<file path="config.mk">
export PLATFORM = sky130hd
export DESIGN_NAME = mbc_regs_flat
export DESIGN_NICKNAME = d
export VERILOG_FILES = /design/src/hw/gb_cart_pkg.sv /design/src/hw/cart_bank_if.sv /design/src/hw/mbc_regs.sv /design/src/flat_wrapper.sv
export VERILOG_INCLUDE_DIRS = /design/src /design/src/hw
export SDC_FILE = /design/constraint.sdc
export NUM_CORES = 1
export LEC_CHECK = 0
export BUFFER_PORTS_ARGS = -buffer_cell sky130_fd_sc_hd__clkbuf_2
export CAP_MARGIN = 20
export CORE_MARGIN = 4
export CORE_UTILIZATION = 45
export DETAILED_ROUTE_END_ITERATION = 12
export PLACE_DENSITY = 0.82
export SLEW_MARGIN = 20
export SYNTH_ARGS = -nofsm -noshare
export SYNTH_HDL_FRONTEND = slang
export SYNTH_SLANG_ARGS = --single-unit
</file>
<file path="constraint.sdc">
create_clock -name clk_sys -period 3.6 [get_ports clk_sys]
set_input_delay 0.72 -clock clk_sys [delete_from_list [all_inputs] [get_ports clk_sys]]
set_output_delay 0.72 -clock clk_sys [all_outputs]
set_load 0.02 [all_outputs]
</file>
<file path="src/hw/gb_cart_params.svh">
`ifndef GB_CART_PARAMS_SVH
`define GB_CART_PARAMS_SVH

// bus widths
`define CART_ADDR_W    16  // cpu address
`define CART_DATA_W    8   // cpu data
`define ROM_WADDR_W    24  // rom word address
`define DL_ADDR_W      25  // download byte address
`define DL_DATA_W      16  // download word
`define ROM_BANK_W     9   // up to 512 rom banks
`define RAM_BANK_W     4   // up to 16 ram banks
`define CRAM_ADDR_W    17  // 128 KB of cart ram

// cartridge header locations in the download stream
`define HDR_CGB_ADDR   25'h142  // colour flag, not decoded here
`define HDR_TYPE_ADDR  25'h146  // mapper code in the high byte
`define HDR_SIZE_ADDR  25'h148  // rom size low byte and ram size high byte

// cpu address regions, taken from cpu_addr[15:13]
`define REG_RAM_EN     3'b000  // 0000-1fff
`define REG_ROM_BANK   3'b001  // 2000-3fff
`define REG_RAM_BANK   3'b010  // 4000-5fff
`define REG_MODE       3'b011  // 6000-7fff
`define REG_CRAM       3'b101  // a000-bfff

`define RAM_ENABLE_KEY 4'ha    // low nibble that unlocks the ram

`endif

</file>
<file path="src/hw/gb_cart_pkg.sv">
`include "gb_cart_params.svh"

package gb_cart_pkg;

	// ----------------------------------------
	// mapper kinds
	// ----------------------------------------
	typedef enum logic [2:0] {
		MAP_NONE, // plain 32k rom
		MAP_MBC1,
		MAP_MBC2,
		MAP_MBC3,
		MAP_MBC5
	} mapper_t;

	// masks used for rom and ram mirroring
	typedef logic [`ROM_BANK_W-1:0] rom_mask_t;
	typedef logic [`RAM_BANK_W-1:0] ram_mask_t;

	// bank registers as written by the cpu
	typedef logic [`ROM_BANK_W-1:0] rom_bank_t;
	typedef logic [`RAM_BANK_W-1:0] ram_bank_t;

	// decoded header, one word
	typedef struct packed {
		mapper_t   mapper;
		rom_mask_t rom_mask;
		ram_mask_t ram_mask;
	} cart_hdr_t;

endpackage

</file>
<file path="src/hw/cart_bank_if.sv">
`timescale 1ns/1ps

interface cart_bank_if;
	import gb_cart_pkg::*;

	// header side
	mapper_t   mapper;
	rom_mask_t rom_mask;
	ram_mask_t ram_mask;

	// cpu written registers
	rom_bank_t rom_bank;
	ram_bank_t ram_bank;
	logic      ram_enable;
	logic      mbc1_mode; // 0 selects 16/8 mode
	logic      mbc3_mode; // 1 selects rtc at a000

	modport hdr (output mapper, rom_mask, ram_mask);
	modport ctrl (input mapper,
		output rom_bank, ram_bank, ram_enable, mbc1_mode, mbc3_mode);
	modport map (input mapper, rom_mask, ram_mask, rom_bank, ram_bank,
		ram_enable, mbc1_mode, mbc3_mode);
	modport ram (input mapper, rom_mask, ram_mask, rom_bank, ram_bank,
		ram_enable, mbc1_mode, mbc3_mode);

endinterface

</file>
<file path="src/hw/mbc_regs.sv">
`timescale 1ns/1ps
`include "gb_cart_params.svh"

module mbc_regs (
	input  logic                    clk_sys,
	input  logic                    reset,
	input  logic                    cpu_ce,
	input  logic                    cpu_wr,
	input  logic [`CART_ADDR_W-1:0] cpu_addr,
	input  logic [`CART_DATA_W-1:0] cpu_wdata,
	cart_bank_if.ctrl               bank
);
	import gb_cart_pkg::*;

	rom_bank_t  rom_bank;
	ram_bank_t  ram_bank;
	logic       ram_enable;
	logic       mbc1_mode;
	logic       mbc3_mode;
	mapper_t    mapper;
	logic       cpu_we;    // accepted cpu write
	logic [2:0] region;    // 8k slice of the cpu map

	assign mapper = bank.mapper;
	assign cpu_we = cpu_ce & cpu_wr;
	assign region = cpu_addr[15:13];

	// ----------------------------------------
	// register writes into the rom area
	// ----------------------------------------
	always_ff @(posedge clk_sys) begin
		if (reset) begin
			rom_bank   <= rom_bank_t'(1); // bank 1 sits at 4000 after power up
			ram_bank   <= '0;
			ram_enable <= 1'b0;
			mbc1_mode  <= 1'b0;
			mbc3_mode  <= 1'b0;
		end else if (cpu_we) begin
			case (region)
				`REG_RAM_EN: ram_enable <= (cpu_wdata[3:0] == `RAM_ENABLE_KEY);

				`REG_ROM_BANK: begin
					if (mapper == MAP_MBC5) begin
						// mbc5 splits the 9 bit bank over two registers
						if (cpu_addr[12])
							rom_bank[8] <= cpu_wdata[0];    // 3000-3fff
						else
							rom_bank[7:0] <= cpu_wdata;     // 2000-2fff
					end else if (cpu_wdata[6:0] == 7'd0) begin
						rom_bank <= rom_bank_t'(1);         // bank 0 maps to 1
					end else begin
						rom_bank <= {2'b00, cpu_wdata[6:0]};
					end
				end

				`REG_RAM_BANK: begin
					if (mapper == MAP_MBC3) begin
						if (cpu_wdata[3]) begin
							mbc3_mode <= 1'b1;               // rtc register selected
						end else begin
							mbc3_mode <= 1'b0;               // back to ram
							ram_bank  <= {2'b00, cpu_wdata[1:0]};
						end
					end else if (mapper == MAP_MBC5) begin
						ram_bank <= cpu_wdata[3:0];          // all 16 banks
					end else begin
						ram_bank <= {2'b00, cpu_wdata[1:0]};
					end
				end

				`REG_MODE: begin
					if (mapper == MAP_MBC1)
						mbc1_mode <= cpu_wdata[0]; // only mbc1 has a mode select
				end

				default: ;
			endcase
		end
	end

	assign bank.rom_bank   = rom_bank;
	assign bank.ram_bank   = ram_bank;
	assign bank.ram_enable = ram_enable;
	assign bank.mbc1_mode  = mbc1_mode;
	assign bank.mbc3_mode  = mbc3_mode;

endmodule

</file>
<file path="src/flat_wrapper.sv">
// flat-port wrapper written by rule: the top's interface ports become plain ports
module mbc_regs_flat import gb_cart_pkg::*;
  (clk_sys, reset, cpu_ce, cpu_wr, cpu_addr, cpu_wdata, bank_mapper, bank_rom_bank, bank_ram_bank, bank_ram_enable, bank_mbc1_mode, bank_mbc3_mode);
  cart_bank_if bank_i ();
  input  logic clk_sys;
  input  logic reset;
  input  logic cpu_ce;
  input  logic cpu_wr;
  input  logic [`CART_ADDR_W-1:0] cpu_addr;
  input  logic [`CART_DATA_W-1:0] cpu_wdata;
  input wire logic [$bits(bank_i.mapper)-1:0] bank_mapper;
  output wire logic [$bits(bank_i.rom_bank)-1:0] bank_rom_bank;
  output wire logic [$bits(bank_i.ram_bank)-1:0] bank_ram_bank;
  output wire logic [$bits(bank_i.ram_enable)-1:0] bank_ram_enable;
  output wire logic [$bits(bank_i.mbc1_mode)-1:0] bank_mbc1_mode;
  output wire logic [$bits(bank_i.mbc3_mode)-1:0] bank_mbc3_mode;
  assign bank_i.mapper = bank_mapper;
  assign bank_rom_bank = bank_i.rom_bank;
  assign bank_ram_bank = bank_i.ram_bank;
  assign bank_ram_enable = bank_i.ram_enable;
  assign bank_mbc1_mode = bank_i.mbc1_mode;
  assign bank_mbc3_mode = bank_i.mbc3_mode;
  mbc_regs u_core (.clk_sys(clk_sys), .reset(reset), .cpu_ce(cpu_ce), .cpu_wr(cpu_wr), .cpu_addr(cpu_addr), .cpu_wdata(cpu_wdata), .bank(bank_i));
endmodule
</file>
### Word level (Yosys, flattened, before mapping)

Cells that the tools add are included.

* logic and storage cells: 33
* output and inout bits: 16
* register bits: 16

* bitwise gates (word level): 1
* reduce and logical (&&, ||, !) cells: 8
* multiplexer cells: 8
* equality and inequality tests: 10

Operators with widths (count)
* $reduce_and A3 Y1: 5
* $mux W4: 3
* $eq A3 B2 Y1 const B: 3
* $mux W9: 1
* $mux W8: 1
* $logic_not A7 Y1: 1
* $mux W7: 1
* $eq A3 B1 Y1 const B: 2
* $ne A2 B2 Y1 const B: 3
* $eq A4 B4 Y1 const B: 1
* $eq A3 B3 Y1 const B: 1
* $logic_not A3 Y1: 1
* $mux W1: 2
* $reduce_and A2 Y1: 1
* $and A1 B1 Y1: 1

### Longest topological paths before layout

Gate-level depths: netlist of run 1.

* depth in word-level cells: 3
* mapped depth: 3
* gate-level depth less buffers: 3

### Least setup slack after synthesis of run 1

Ideal clock, no wire load.

* path kind: in2reg
* start: input cpu_wdata[3]
* end: register u_core.rom_bank[0] (netlist: u_core.bank.rom_bank[0])
* required time: 3.528 ns
* path buffers: 0
* stages on the path: 3
* data arrival time: 1.736 ns
* slack: 1.792 ns
* cell sequence: or4_1 > or4_1 > a2bb2oi_1

* word-level cells in the longest chain between the ends: 3

Ends and longest elaborated chain
* start, declared: line flat_wrapper.sv:10 `` input logic [`CART_DATA_W-1:0] cpu_wdata; ``
* $logic_not A7 Y1: line mbc_regs.sv:49 `end else if (cpu_wdata[6:0] == 7'd0) begin`
* $mux W7: line mbc_regs.sv:49
* $mux W9: line mbc_regs.sv:43 `if (mapper == MAP_MBC5) begin`
* end signal, assigned: line mbc_regs.sv:48 `rom_bank[7:0] <= cpu_wdata;`
* end signal, assigned: line mbc_regs.sv:50 `rom_bank <= rom_bank_t'(1);`
* end signal, assigned: line mbc_regs.sv:52 `rom_bank <= {2'b00, cpu_wdata[6:0]};`
* end, declared: line mbc_regs.sv:15 `rom_bank_t rom_bank;`

No other way between the ends.
A chain may end at the register's enable or synchronous reset.

### Worst setup path in the final report of run 1

* start: input cpu_addr[15]
* end: register u_core.rom_bank[6] (netlist: u_core.bank.rom_bank[6])

* word-level cells in the longest chain between the ends: 2

Ends and longest elaborated chain
* start, declared: line flat_wrapper.sv:9 `` input logic [`CART_ADDR_W-1:0] cpu_addr; ``
* $eq A3 B1 Y1: line mbc_regs.sv:39 `case (region)`
* $reduce_and A3 Y1 (no source line)

No other way between the ends.

==> results.md, run 1 <==
* Outcome: finished, final reports clean
* Hold Crit Start: u_core.bank.ram_enable$_SDFFE_PP0P_
* Arithmetic-cell share of the synthesized area counting full adders, half adders and majority gates at 0
* P per Cell Area at slightly above 300 nW/µm²
* Number of flops mapped to enable cells by yosys at 0
* Clock sink total at 16
* Core footprint at 1730 µm²
* Initial antenna violation count at 0
* Upper clock frequency limit at 0.574 GHz
* Clock Tree Root: clkbuf_4
* TritonCTS Buffers at 3
* Largest voltage drop on the vdd net at approximately 0.20 mV
* Normalized max-slew margin at 0.615
* # resized after CTS at 0
* Number of fillers in the final layout at between 150 and 200
* Via density at approximately 5.2
* Path type of the worst min-delay path: flip-flop to flip-flop
* Number of setup violations in the final report at 0
* Crit-path leading delay family: compound AO/OA/AOI/OAI gates
* Cell area after synthesis at just over 800 µm²
* Initial core utilization at 0.477
* Warning count from the yosys run at 0
* Arr. time, crit path at approximately 2.0 ns
* Nets in the synthesized netlist at between 100 and 150
* Category of the worst setup path launch point: primary input
* Largest family of logic cells by synthesized area: simple AND/OR/NAND/NOR gates
* Setup total negative slack at 0 ns
* WL per Instance at between 10 and 15 µm
* Endpoint of the most critical register-to-register path: u_core.bank.rom_bank[0]$_SDFFE_PP1P_
* Data required, critical path at between 3 and 4 ns
* Total number of H-tree levels at 1
* Simple-gate area share of the yosys netlist at 0.356
* Via count of the first global-routing pass at roughly 720
* Buffers and inverters on the worst path at 1
* DRT antenna net count at 0
* Largest cells by area after synthesis: dfxtp_1, nand2b_1, mux2i_1
* Ordered cell list for the critical path: clkbuf_2, nand3b_1, a211oi_4, mux2i_1
* Category of the critical setup timing path: primary input to flip-flop
* Starting DRT DRC Count at 4
* Portion of the clock cycle consumed by the worst path in the final layout at 0.484
* Clock transition at the registers of the reported paths at ~0.090 ns
* Total GRT Usage at 0.153
* DIE AREA at roughly 2600 µm²
* Rows at 15
* DRC violations left at 0
* Clk Latency, worst-skew pair at approximately 0.28 ns
* Ant. Diodes at 0
* Number of cells traversed by the worst register-to-register path at 2
* Fraction of the mapped netlist area in compound gates at 0.0912
* Share of layout cells above drive strength 1 at 0.376
* Synth-to-layout area growth at 26.3%
* Share of synthesized flip-flops with an asynchronous set or reset at 0
* Post-Synthesis Cells at roughly 80
* Wire length of the first global-routing pass at ~3000 µm
* Number of detailed-routing iterations run before antenna repair at 2
* Total global routing overflow at 0
* Worst Hold End: u_core.bank.ram_enable$_SDFFE_PP0P_
* Fraction of the yosys area taken by sequential cells at 0.389
* Top cell type by total area after synthesis: dfxtp_1
* Critical Path Sink Type: flip-flop
* CTS Buffer Depth at 2
* Power after layout at between 0.0003 and 0.0004 W
* XOR/XNOR Fraction of Synth Area at 0
* Syn avg cell area at around 10 µm²
* Cell with the most instances after synthesis: nand2b_1
* Final min period at 1.74 ns
* Port Buffer Count at 34
* Maximum number of pins on one net before global-route repair at 29
* Final net count at 150
* CTS tree: yes
* Mux share of post-synthesis cell area at 0.146
* Setup fix buffers added after clock tree synthesis at 0
* Maximum fanout encountered on the critical timing path at 9
* Overall die height at approximately 51 µm
* Number of cells on the worst hold path at 2
* Max capacitance violation total at 0
* Yosys reg bits at 16
* Stage delay of the slowest cell on the critical path at between 0.5 and 0.6 ns
* Synth unique cells at 22
* Number of logic stages on the critical path including buffering at 4
* Post-route cell area at roughly 1000 µm²
* Total vias in the final route at 740
* Hold_buf cts at 0
* DIE WIDTH at 50.8 µm
* Worst-case clock skew at 0 ns
* Reg-to-Reg Start: u_core.bank.rom_bank[0]$_SDFFE_PP1P_
* Number of I/O pins at 47
* Slowest cell on the critical path: a211oi_4
* Leakage at 0.405 nW
* Core occupancy in the finished layout at 0.602
* Setup repair after global routing missed its margin: no
* Routed Wire Length at between 1500 and 2000 µm
* Measured slew at the worst slew-check pin at 0.575 ns
* R2R setup slack at about 2.8 ns
* Yosys top cell area share at 0.389
* Predominant post-synthesis flop cell: dfxtp_1
* Commonest cells post-synth: nand2b_1, dfxtp_1, mux2i_1
* Max-slew violation count at 0
* Final weighted congestion in routability-driven placement at ~0.8
* Placement-stage cell area at 1020 µm²
* Hold Vio Cnt, Final at 0
cell usage in the layout (no fill, tap or decap), types with 2 or more instances in the layout:
cell type	count
clkbuf_4	3
clkbuf_2	34
dfxtp_1	16
nand2b_1	22
or2_2	3
or4_1	3
mux2i_1	12
nand4bb_1	2
inv_1	2
nand3b_1	4
nor3_1	2
o32ai_1	2
nand3_1	2
where the power goes:
group | leakage, nW | internal, W | switching (W) | total, W
sequential | 0.129 | 0.000178 | 0.000000708 | 0.000179
combinational | 0.262 | 0.0000186 | 0.0000215 | 0.0000401
clock | 0.0138 | 0.0000388 | 0.0000560 | 0.0000948
total | 0.405 | 0.000236 | 0.0000783 | 0.000314
registers in the layout, indices dropped and copies added (netlist names):
signal / count
u_core.bank.mbc1_mode: 1
u_core.bank.mbc3_mode: 1
u_core.bank.ram_bank: 4
u_core.bank.ram_enable: 1
u_core.bank.rom_bank: 9
cells by family after synthesis:
family / count (synthesis)
flip-flops: 16
multiplexers: 12
AO/OA/AOI/OAI: 8
AND/OR/NAND/NOR: 42
buffers and inverters: 4
layer usage:
metal,part of all wire,vias up,track usage
met5,0,-,0
met4,0.0050,0,0.0583
met3,0.047,2,0.0267
met2,0.47,23,0.254
met1,0.47,347,0.197
li1,-,368,-
worst max-delay path by stage:
| stage | endpoint | start | slack (ns) |
|---|---|---|---|
| detailed placement | u_core.bank.rom_bank[1]$_SDFFE_PP0P_ | cpu_addr[15] | 1.58 |
| CTS | u_core.bank.ram_bank[3]$_SDFFE_PP0P_ | cpu_addr[15] | 1.87 |
| global placement | u_core.bank.rom_bank[6]$_SDFFE_PP0P_ | cpu_addr[15] | 1.59 |
| floorplan | u_core.bank.rom_bank[0]$_SDFFE_PP1P_ | cpu_wdata[3] | 1.79 |
| global route | u_core.bank.rom_bank[3]$_SDFFE_PP0P_ | cpu_addr[15] | 1.76 |
| finish | u_core.bank.rom_bank[6]$_SDFFE_PP0P_ | cpu_addr[15] | 1.86 |
final cells by class:
| class | instances | area, µm² | share of cell area |
|---|---|---|---|
| multi-input combinational | 62 | 488 | 0.469 |
| sequential | 16 | 320 | 0.308 |
| timing repair buffer | 34 | 170 | 0.164 |
| tap | 25 | 31.3 | 0.0301 |
| clock buffer | 3 | 22.5 | 0.0217 |
| inverter | 2 | 7.51 | 0.00722 |
stage by stage:
| step | std cells | setup WS, ns | hold WS, ns |
|---|---|---|---|
| after global placement | 139 | 1.59 | 0.454 |
| after floorplan | 82 | 1.79 | 0.546 |
| final | 142 | 1.86 | 0.470 |
| after global routing | 142 | 1.76 | 0.491 |
| after detailed placement | 139 | 1.58 | 0.460 |
| after CTS | 142 | 1.87 | 0.473 |
worst min-delay path: stages, from the launching register on:
cell	delay [ns]
dfxtp_1	0.32
o31ai_1	0.06
a21oi_1	0.06
(Power assumes the default switching activity.)
==> inputs of run 2 (changes only) <==
--- a/config.mk
+++ b/config.mk
@@ -9,9 +9,9 @@
 export BUFFER_PORTS_ARGS = -buffer_cell sky130_fd_sc_hd__clkbuf_2
 export CAP_MARGIN = 20
 export CORE_MARGIN = 4
-export CORE_UTILIZATION = 45
+export CORE_UTILIZATION = 42
 export DETAILED_ROUTE_END_ITERATION = 12
-export PLACE_DENSITY = 0.82
+export PLACE_DENSITY = 0.77
 export SLEW_MARGIN = 20
 export SYNTH_ARGS = -nofsm -noshare
 export SYNTH_HDL_FRONTEND = slang
==> constraint.sdc (replaced) <==
create_clock -name clk_sys -period 1.74 [get_ports clk_sys]
set_input_delay 0.348 -clock clk_sys [delete_from_list [all_inputs] [get_ports clk_sys]]
set_output_delay 0.348 -clock clk_sys [all_outputs]
set_load 0.02 [all_outputs]
==> run 2 against run 1 <==
  * Die area increased by 6.0%
  * Sequential cell count is the same
  * First-iteration DRC count rose to 4.5 times the previous value
  * Critical path depth stayed put
  * Global-route usage fell by 0.59 points
  * Count of clock-buffer cells in the layout is the same
  * Critical endpoint is now u_core.bank.ram_bank[2]$_SDFFE_PP0P_
==> results.md, run 2 (synthesis gave the netlist of run 1 again) <==
* Max capacitance violation total at 0 (unchanged)
* Share of layout cells above drive strength 1 at 0.397 (was 0.376)
* Ant. Diodes at 0 (unchanged)
* Register Area at 320 µm² (unchanged)
* Via count of the first global-routing pass at 695 (was 722)
* Total number of H-tree levels at 1 (unchanged)
* Beginning of the critical path: cpu_addr[15] (unchanged)
* Initial antenna violation count at 0 (unchanged)
* Rows at 15 (unchanged)
* Final weighted congestion in routability-driven placement at 0.816 (was 0.817)
* CTS Buffer Depth at 2 (unchanged)
* Maximum number of pins on one net before global-route repair at 28 (was 29)
* Via density at 5.05 (was 5.21)
* Largest voltage drop on the vdd net at 0.374 mV (was 0.197 mV)
* Post-detail-place hpwl at 1440 µm
* Core footprint at 1780 µm² (was 1730 µm²)
* Synth-to-layout area growth at 31.5% (was 26.3%)
* Setup slack after placement at 0.133 ns (was 1.58 ns)
* Setup fix buffers added after clock tree synthesis at 0 (unchanged)
* Final net count at 154 (was 150)
* Post-placement cell count at 143 (was 139)
* Critical Path Sink Type: flip-flop (unchanged)
* Number of fillers in the final layout at 170 (was 154)
* Largest register by flop count: u_core.bank.rom_bank (unchanged)
* Post-Layout Cell Count at 146 (was 142)
* Initial core utilization at 0.462 (was 0.477)
* Max-slew violation count at 0 (unchanged)
* Normalized max-slew margin at 0.719 (was 0.615)
* Worst-case clock skew at 0 ns (unchanged)
* Most common cell after layout, fill and taps aside: clkbuf_2 (unchanged)
* Clock Tree Root: clkbuf_4 (unchanged)
* Setup repair after global routing missed its margin: no (unchanged)
* P per Cell Area at 592 nW/µm² (was 302 nW/µm²)
* Arr. time, crit path at 1.52 ns (was 1.96 ns)
* Area of combinational cells with multiple inputs at 488 µm² (unchanged)
* CTS tree: yes (unchanged)
* Total GRT Usage at 0.148 (was 0.153)
* Portion of the clock cycle consumed by the worst path in the final layout at 0.757
* # resized after CTS at 0 (unchanged)
* Number of flip-flops in the largest register at 9 (unchanged)
* Registers with the most flip-flops: u_core.bank.rom_bank (9), u_core.bank.ram_bank (4) (unchanged)
* Worst path setup slack after routing at 0.422 ns (was 1.86 ns)
* Overall die height at 52.3 µm (was 50.8 µm)
* DIE AREA at 2730 µm² (was 2580 µm²)
* Category of the worst setup path launch point: primary input (unchanged)
* Number of detailed-routing iterations run before antenna repair at 4 (was 2)
* Data required, critical path at 1.94 ns (was 3.82 ns)
* TritonCTS Buffers at 3 (unchanged)
* Hold Crit Start: cpu_wdata[7] (was u_core.bank.ram_enable$_SDFFE_PP0P_)
* Wire length of the first global-routing pass at 3030 µm (was 3050 µm)
* Hold Slack at 0.323 ns (was 0.470 ns)
* DIE WIDTH at 52.3 µm (was 50.8 µm)
* Number of I/O pins at 47 (unchanged)
* Port Buffer Count at 34 (unchanged)
* Path type of the worst min-delay path: primary input to flip-flop (was flip-flop to flip-flop)
* Measured slew at the worst slew-check pin at 0.420 ns (was 0.575 ns)
* DRC violations left at 0 (unchanged)
* Number of setup violations in the final report at 0 (unchanged)
* Core occupancy in the finished layout at 0.607 (was 0.602)
* Total global routing overflow at 0 (unchanged)
* Hold_buf cts at 0 (unchanged)
* Outcome: finished, final reports clean (unchanged)
* Starting DRT DRC Count at 18 (was 4)
* Number of cells on the worst hold path at 3 (was 2)
* Upper clock frequency limit at about 0.76 GHz
* Clk Latency, worst-skew pair at 0.27 ns (was 0.28 ns)
* Reg-to-Reg Start: u_core.bank.rom_bank[0]$_SDFFE_PP1P_ (unchanged)
* Maximum fanout encountered on the critical timing path at 9 (unchanged)
* Hold Vio Cnt, Final at 0 (unchanged)
* Number of cells traversed by the worst register-to-register path at 2 (unchanged)
* Routed Wire Length at 1790 µm (unchanged)
* Clock sink total at 16 (unchanged)
* DRT antenna net count at 0 (unchanged)
* Final min period at 1.32 ns
* Leakage at 0.428 nW (was 0.405 nW)
* Clock transition at the registers of the reported paths at 0.08 ns (was 0.09 ns)
* WL per Instance at 12.3 µm (was 12.6 µm)
* Total vias in the final route at 738 (was 740)
* Most used cells in the layout excluding fill and tap cells: clkbuf_2, nand2b_1, dfxtp_1 (unchanged)
* Setup total negative slack at 0 ns (unchanged)
* Category of the critical setup timing path: primary input to flip-flop (unchanged)
run 2: cell types whose count changed in the layout (fill, tap and decap cells not counted):
cell    change
buf_12      +1
buf_4       +3
run 2: layout make-up:
cell class                 instances  share of cell area
multi-input combinational         62               0.451
clock buffer                       3              0.0208
tap                               25              0.0289
inverter                           2             0.00694
sequential                        16               0.296
timing repair buffer              38               0.197
run 2: critical path, stage by stage:
cell      delay [ns]
clkbuf_2        0.07
nand3b_1        0.36
nor3_2          0.49
mux2i_1         0.24
run 2: power by group:
| group | switching, W | leakage, nW | internal, W | total, W |
|---|---|---|---|---|
| Clock | 0.000103 | 0.0138 | 0.0000800 | 0.000183 |
| Combinational | 0.0000442 | 0.285 | 0.0000437 | 0.0000879 |
| Sequential | 0.00000140 | 0.129 | 0.000369 | 0.000370 |
run 2: routing by layer:
layer  part of all wire  vias up  GRT usage
met2               0.47       31      0.241
met4             0.0039        0     0.0638
met5                  0        -          0
li1                   -      377          -
met1               0.43      328      0.181
met3              0.088        2     0.0399
run 2: worst paths after layout:
check,slack (ns),end
worst max register to register,0.89,u_core.bank.rom_bank[0]$_SDFFE_PP1P_
worst max-delay path,0.42,u_core.bank.ram_bank[2]$_SDFFE_PP0P_
worst min register to register,0.48,u_core.bank.rom_bank[6]$_SDFFE_PP0P_
worst min-delay path,0.32,u_core.bank.rom_bank[7]$_SDFFE_PP0P_
run 2: metrics by stage:
stage	cell area, µm²	power [W]
3_3_place_gp	1060	0.000466
4_1_cts	1080	0.000655
2_1_floorplan	823	0.000422
6_report	1080	0.000641
3_5_place_dp	1060	0.000467
5_1_grt	1080	0.000678
==> inputs of run 3 (changes only) <==
==> constraint.sdc (replaced) <==
create_clock -name clk_sys -period 1.3 [get_ports clk_sys]
set_input_delay 0.26 -clock clk_sys [delete_from_list [all_inputs] [get_ports clk_sys]]
set_output_delay 0.26 -clock clk_sys [all_outputs]
set_load 0.02 [all_outputs]
==> run 3 against run 2 <==
  * Setup slack got worse by 0.33 ns
  * Highest routed layer unchanged
  * First-iteration DRC count decreased by 39%
  * Global-route usage increased by 1.0 points
  * Utilization increased by 4.6 points
==> results.md, run 3 (synthesis gave the netlist of run 1 again) <==
* Clk Latency, worst-skew pair at 0.27 ns (about the same)
* Setup repair after global routing missed its margin: no (unchanged)
* Routed Wire Length at 1940 µm (was 1790 µm)
* # resized after CTS at 0 (unchanged)
* Register share of total power at 0.560 (was 0.578)
* Final net count at 165 (was 154)
* DRC violations left at 0 (unchanged)
* Synth-to-layout area growth at 41.5% (was 31.5%)
* WL per Instance at 12.3 µm (about the same)
* Switching power share of the total at 0.234 (was 0.231)
* Starting DRT DRC Count at 11 (was 18)
* Clock Power Share at 0.280 (was 0.285)
* Hold Vio Cnt, Final at 0 (unchanged)
* Clock Tree Root: clkbuf_4 (unchanged)
* Slowest cell on the critical path: or4_1 (was nor3_2)
* Via density at 4.85 (was 5.05)
* Stage delay of the slowest cell on the critical path at 0.51 ns (was 0.49 ns)
* Via count of the first global-routing pass at 787 (was 695)
* Largest voltage drop on the vdd net at 0.602 mV (was 0.374 mV)
* Initial antenna violation count at 0 (unchanged)
* Sw Pwr at 0.000207 W (was 0.000148 W)
* Maximum fanout encountered on the critical timing path at 2 (was 9)
* Final weighted congestion in routability-driven placement at 0.791 (was 0.816)
* DIE WIDTH at 52.3 µm (unchanged)
* Port Buffer Count at 34 (unchanged)
* Max-slew violation count at 0 (unchanged)
* Hold_buf cts at 0 (unchanged)
* CTS tree: yes (unchanged)
* Setup fix buffers added after clock tree synthesis at 0 (unchanged)
* Arr. time, crit path at 1.41 ns (was 1.52 ns)
* Outcome: finished, final reports clean (unchanged)
* Initial core utilization at 0.462 (unchanged)
* Measured slew at the worst slew-check pin at 0.545 ns (was 0.420 ns)
* Number of setup violations in the final report at 0 (unchanged)
* Number of I/O pins at 47 (unchanged)
* Total global routing overflow at 0 (unchanged)
* TritonCTS Buffers at 3 (unchanged)
* Post-detail-place hpwl at 1620 µm (was 1440 µm)
* Number of flip-flops in the largest register at 9 (unchanged)
* Total GRT Usage at 0.158 (was 0.148)
* Clock transition at the registers of the reported paths at 0.09 ns (was 0.08 ns)
* Post-placement cell count at 154 (was 143)
* Largest register by flop count: u_core.bank.rom_bank (unchanged)
* Portion of the clock cycle consumed by the worst path in the final layout at 0.929
* Overall die height at 52.3 µm (unchanged)
* Maximum number of pins on one net before global-route repair at 28 (unchanged)
* Ordered cell list for the critical path: clkbuf_2, or4_1, or4_1, a2bb2oi_1 (was clkbuf_2, nand3b_1, nor3_2, mux2i_1)
* Category of the critical setup timing path: primary input to flip-flop (unchanged)
* Max capacitance violation total at 0 (unchanged)
* Leakage at 0.480 nW (was 0.428 nW)
* DRT antenna net count at 0 (unchanged)
* Critical Path Sink Type: flip-flop (unchanged)
* Share of layout cells above drive strength 1 at 0.447 (was 0.397)
* Registers with the most flip-flops: u_core.bank.rom_bank (9), u_core.bank.ram_bank (4) (unchanged)
* Total number of H-tree levels at 1 (unchanged)
* Total vias in the final route at 762 (was 738)
* Most used cells in the layout excluding fill and tap cells: clkbuf_2, nand2b_1, dfxtp_1 (unchanged)
* P per Cell Area at 759 nW/µm² (was 592 nW/µm²)
* Clock sink total at 16 (unchanged)
* Category of the worst setup path launch point: primary input (unchanged)
* Path type of the worst min-delay path: primary input to flip-flop (unchanged)
* Worst-case clock skew at 0 ns (unchanged)
* Int Pwr at 0.000678 W (was 0.000492 W)
* Normalized max-slew margin at 0.635 (was 0.719)
* DIE AREA at 2730 µm² (unchanged)
* Final min period at between 1 and 1.5 ns
* Wire length of the first global-routing pass at 3260 µm (was 3030 µm)
* Post-Layout Cell Count at 157 (was 146)
* Core footprint at 1780 µm² (unchanged)
* Ant. Diodes at 0 (unchanged)
* Rows at 15 (unchanged)
* Number of detailed-routing iterations run before antenna repair at 4 (unchanged)
* Most common cell after layout, fill and taps aside: clkbuf_2 (unchanged)
* Share of total power in combinational logic at 0.160 (was 0.137)
* CTS Buffer Depth at 2 (unchanged)
* Dominant cell type by count on the critical path: or4_1
* Upper clock frequency limit at 0.828 GHz
* Data required, critical path at 1.51 ns (was 1.94 ns)
* Hold Slack at 0.231 ns (was 0.323 ns)
run 3: changes by cell type in the layout (fill, tap and decap cells not counted), sizes merged:
cell	delta
buf	+11
run 3: through the flow:
step / total power (W) / TNS, ns / util / area [µm²] / setup WS [ns]
2_1_floorplan: 0.000564 / -0.0285 / - / 823 / -0.0285
3_3_place_gp: 0.000645 / -0.642 / 0.641 / 1140 / -0.168
3_5_place_dp: 0.000650 / -1.16 / 0.641 / 1140 / -0.201
4_1_cts: 0.000897 / 0 / 0.653 / 1160 / 0.0935
5_1_grt: 0.000931 / 0 / 0.653 / 1160 / 0.00555
6_report: 0.000884 / 0 / 0.653 / 1160 / 0.0927
run 3: power groups by stage:
stage | Clock, W | Sequential [W] | Combinational [W]
global route | 0.000280 | 0.000496 | 0.000155
global placement | 0 | 0.000507 | 0.000139
CTS | 0.000258 | 0.000496 | 0.000143
floorplan | 0 | 0.000512 | 0.0000525
finish | 0.000247 | 0.000495 | 0.000141
detailed placement | 0 | 0.000507 | 0.000143
run 3: per-layer routing:
metal | vias up | wire length, µm | global-route usage
met5 | - | 0 | 0
met4 | 0 | 6 | 0.0383
met3 | 2 | 130 | 0.0427
met2 | 24 | 929 | 0.280
met1 | 335 | 871 | 0.186
li1 | 401 | - | -
run 3: path summary, 6_finish.rpt:
kind | start | to | slack, ns | cells after the start
hold / removal | cpu_wdata[7] | u_core.bank.rom_bank[7]$_SDFFE_PP0P_ | 0.23 | 3
hold reg to reg | u_core.bank.rom_bank[6]$_SDFFE_PP0P_ | u_core.bank.rom_bank[6]$_SDFFE_PP0P_ | 0.48 | 2
setup / recovery | cpu_wdata[3] | u_core.bank.rom_bank[0]$_SDFFE_PP1P_ | 0.09 | 4
setup reg to reg | u_core.bank.rom_bank[0]$_SDFFE_PP1P_ | u_core.bank.rom_bank[0]$_SDFFE_PP1P_ | 0.45 | 2
run 3: critical path, delay by kind of cell:
family | cells | cell delay [ns]
AOI/OAI and AO/OA | 1 | 0.15
buffers and inverters | 1 | 0.09
and+or+nand+nor | 2 | 0.92
run 3: final cells by class:
class / instances / area [µm²]
timing repair buffer: 49 / 295
tap: 25 / 31.3
inverter: 2 / 7.51
multi-input combinational: 62 / 488
sequential: 16 / 320
clock buffer: 3 / 22.5
fill: 172 / 618
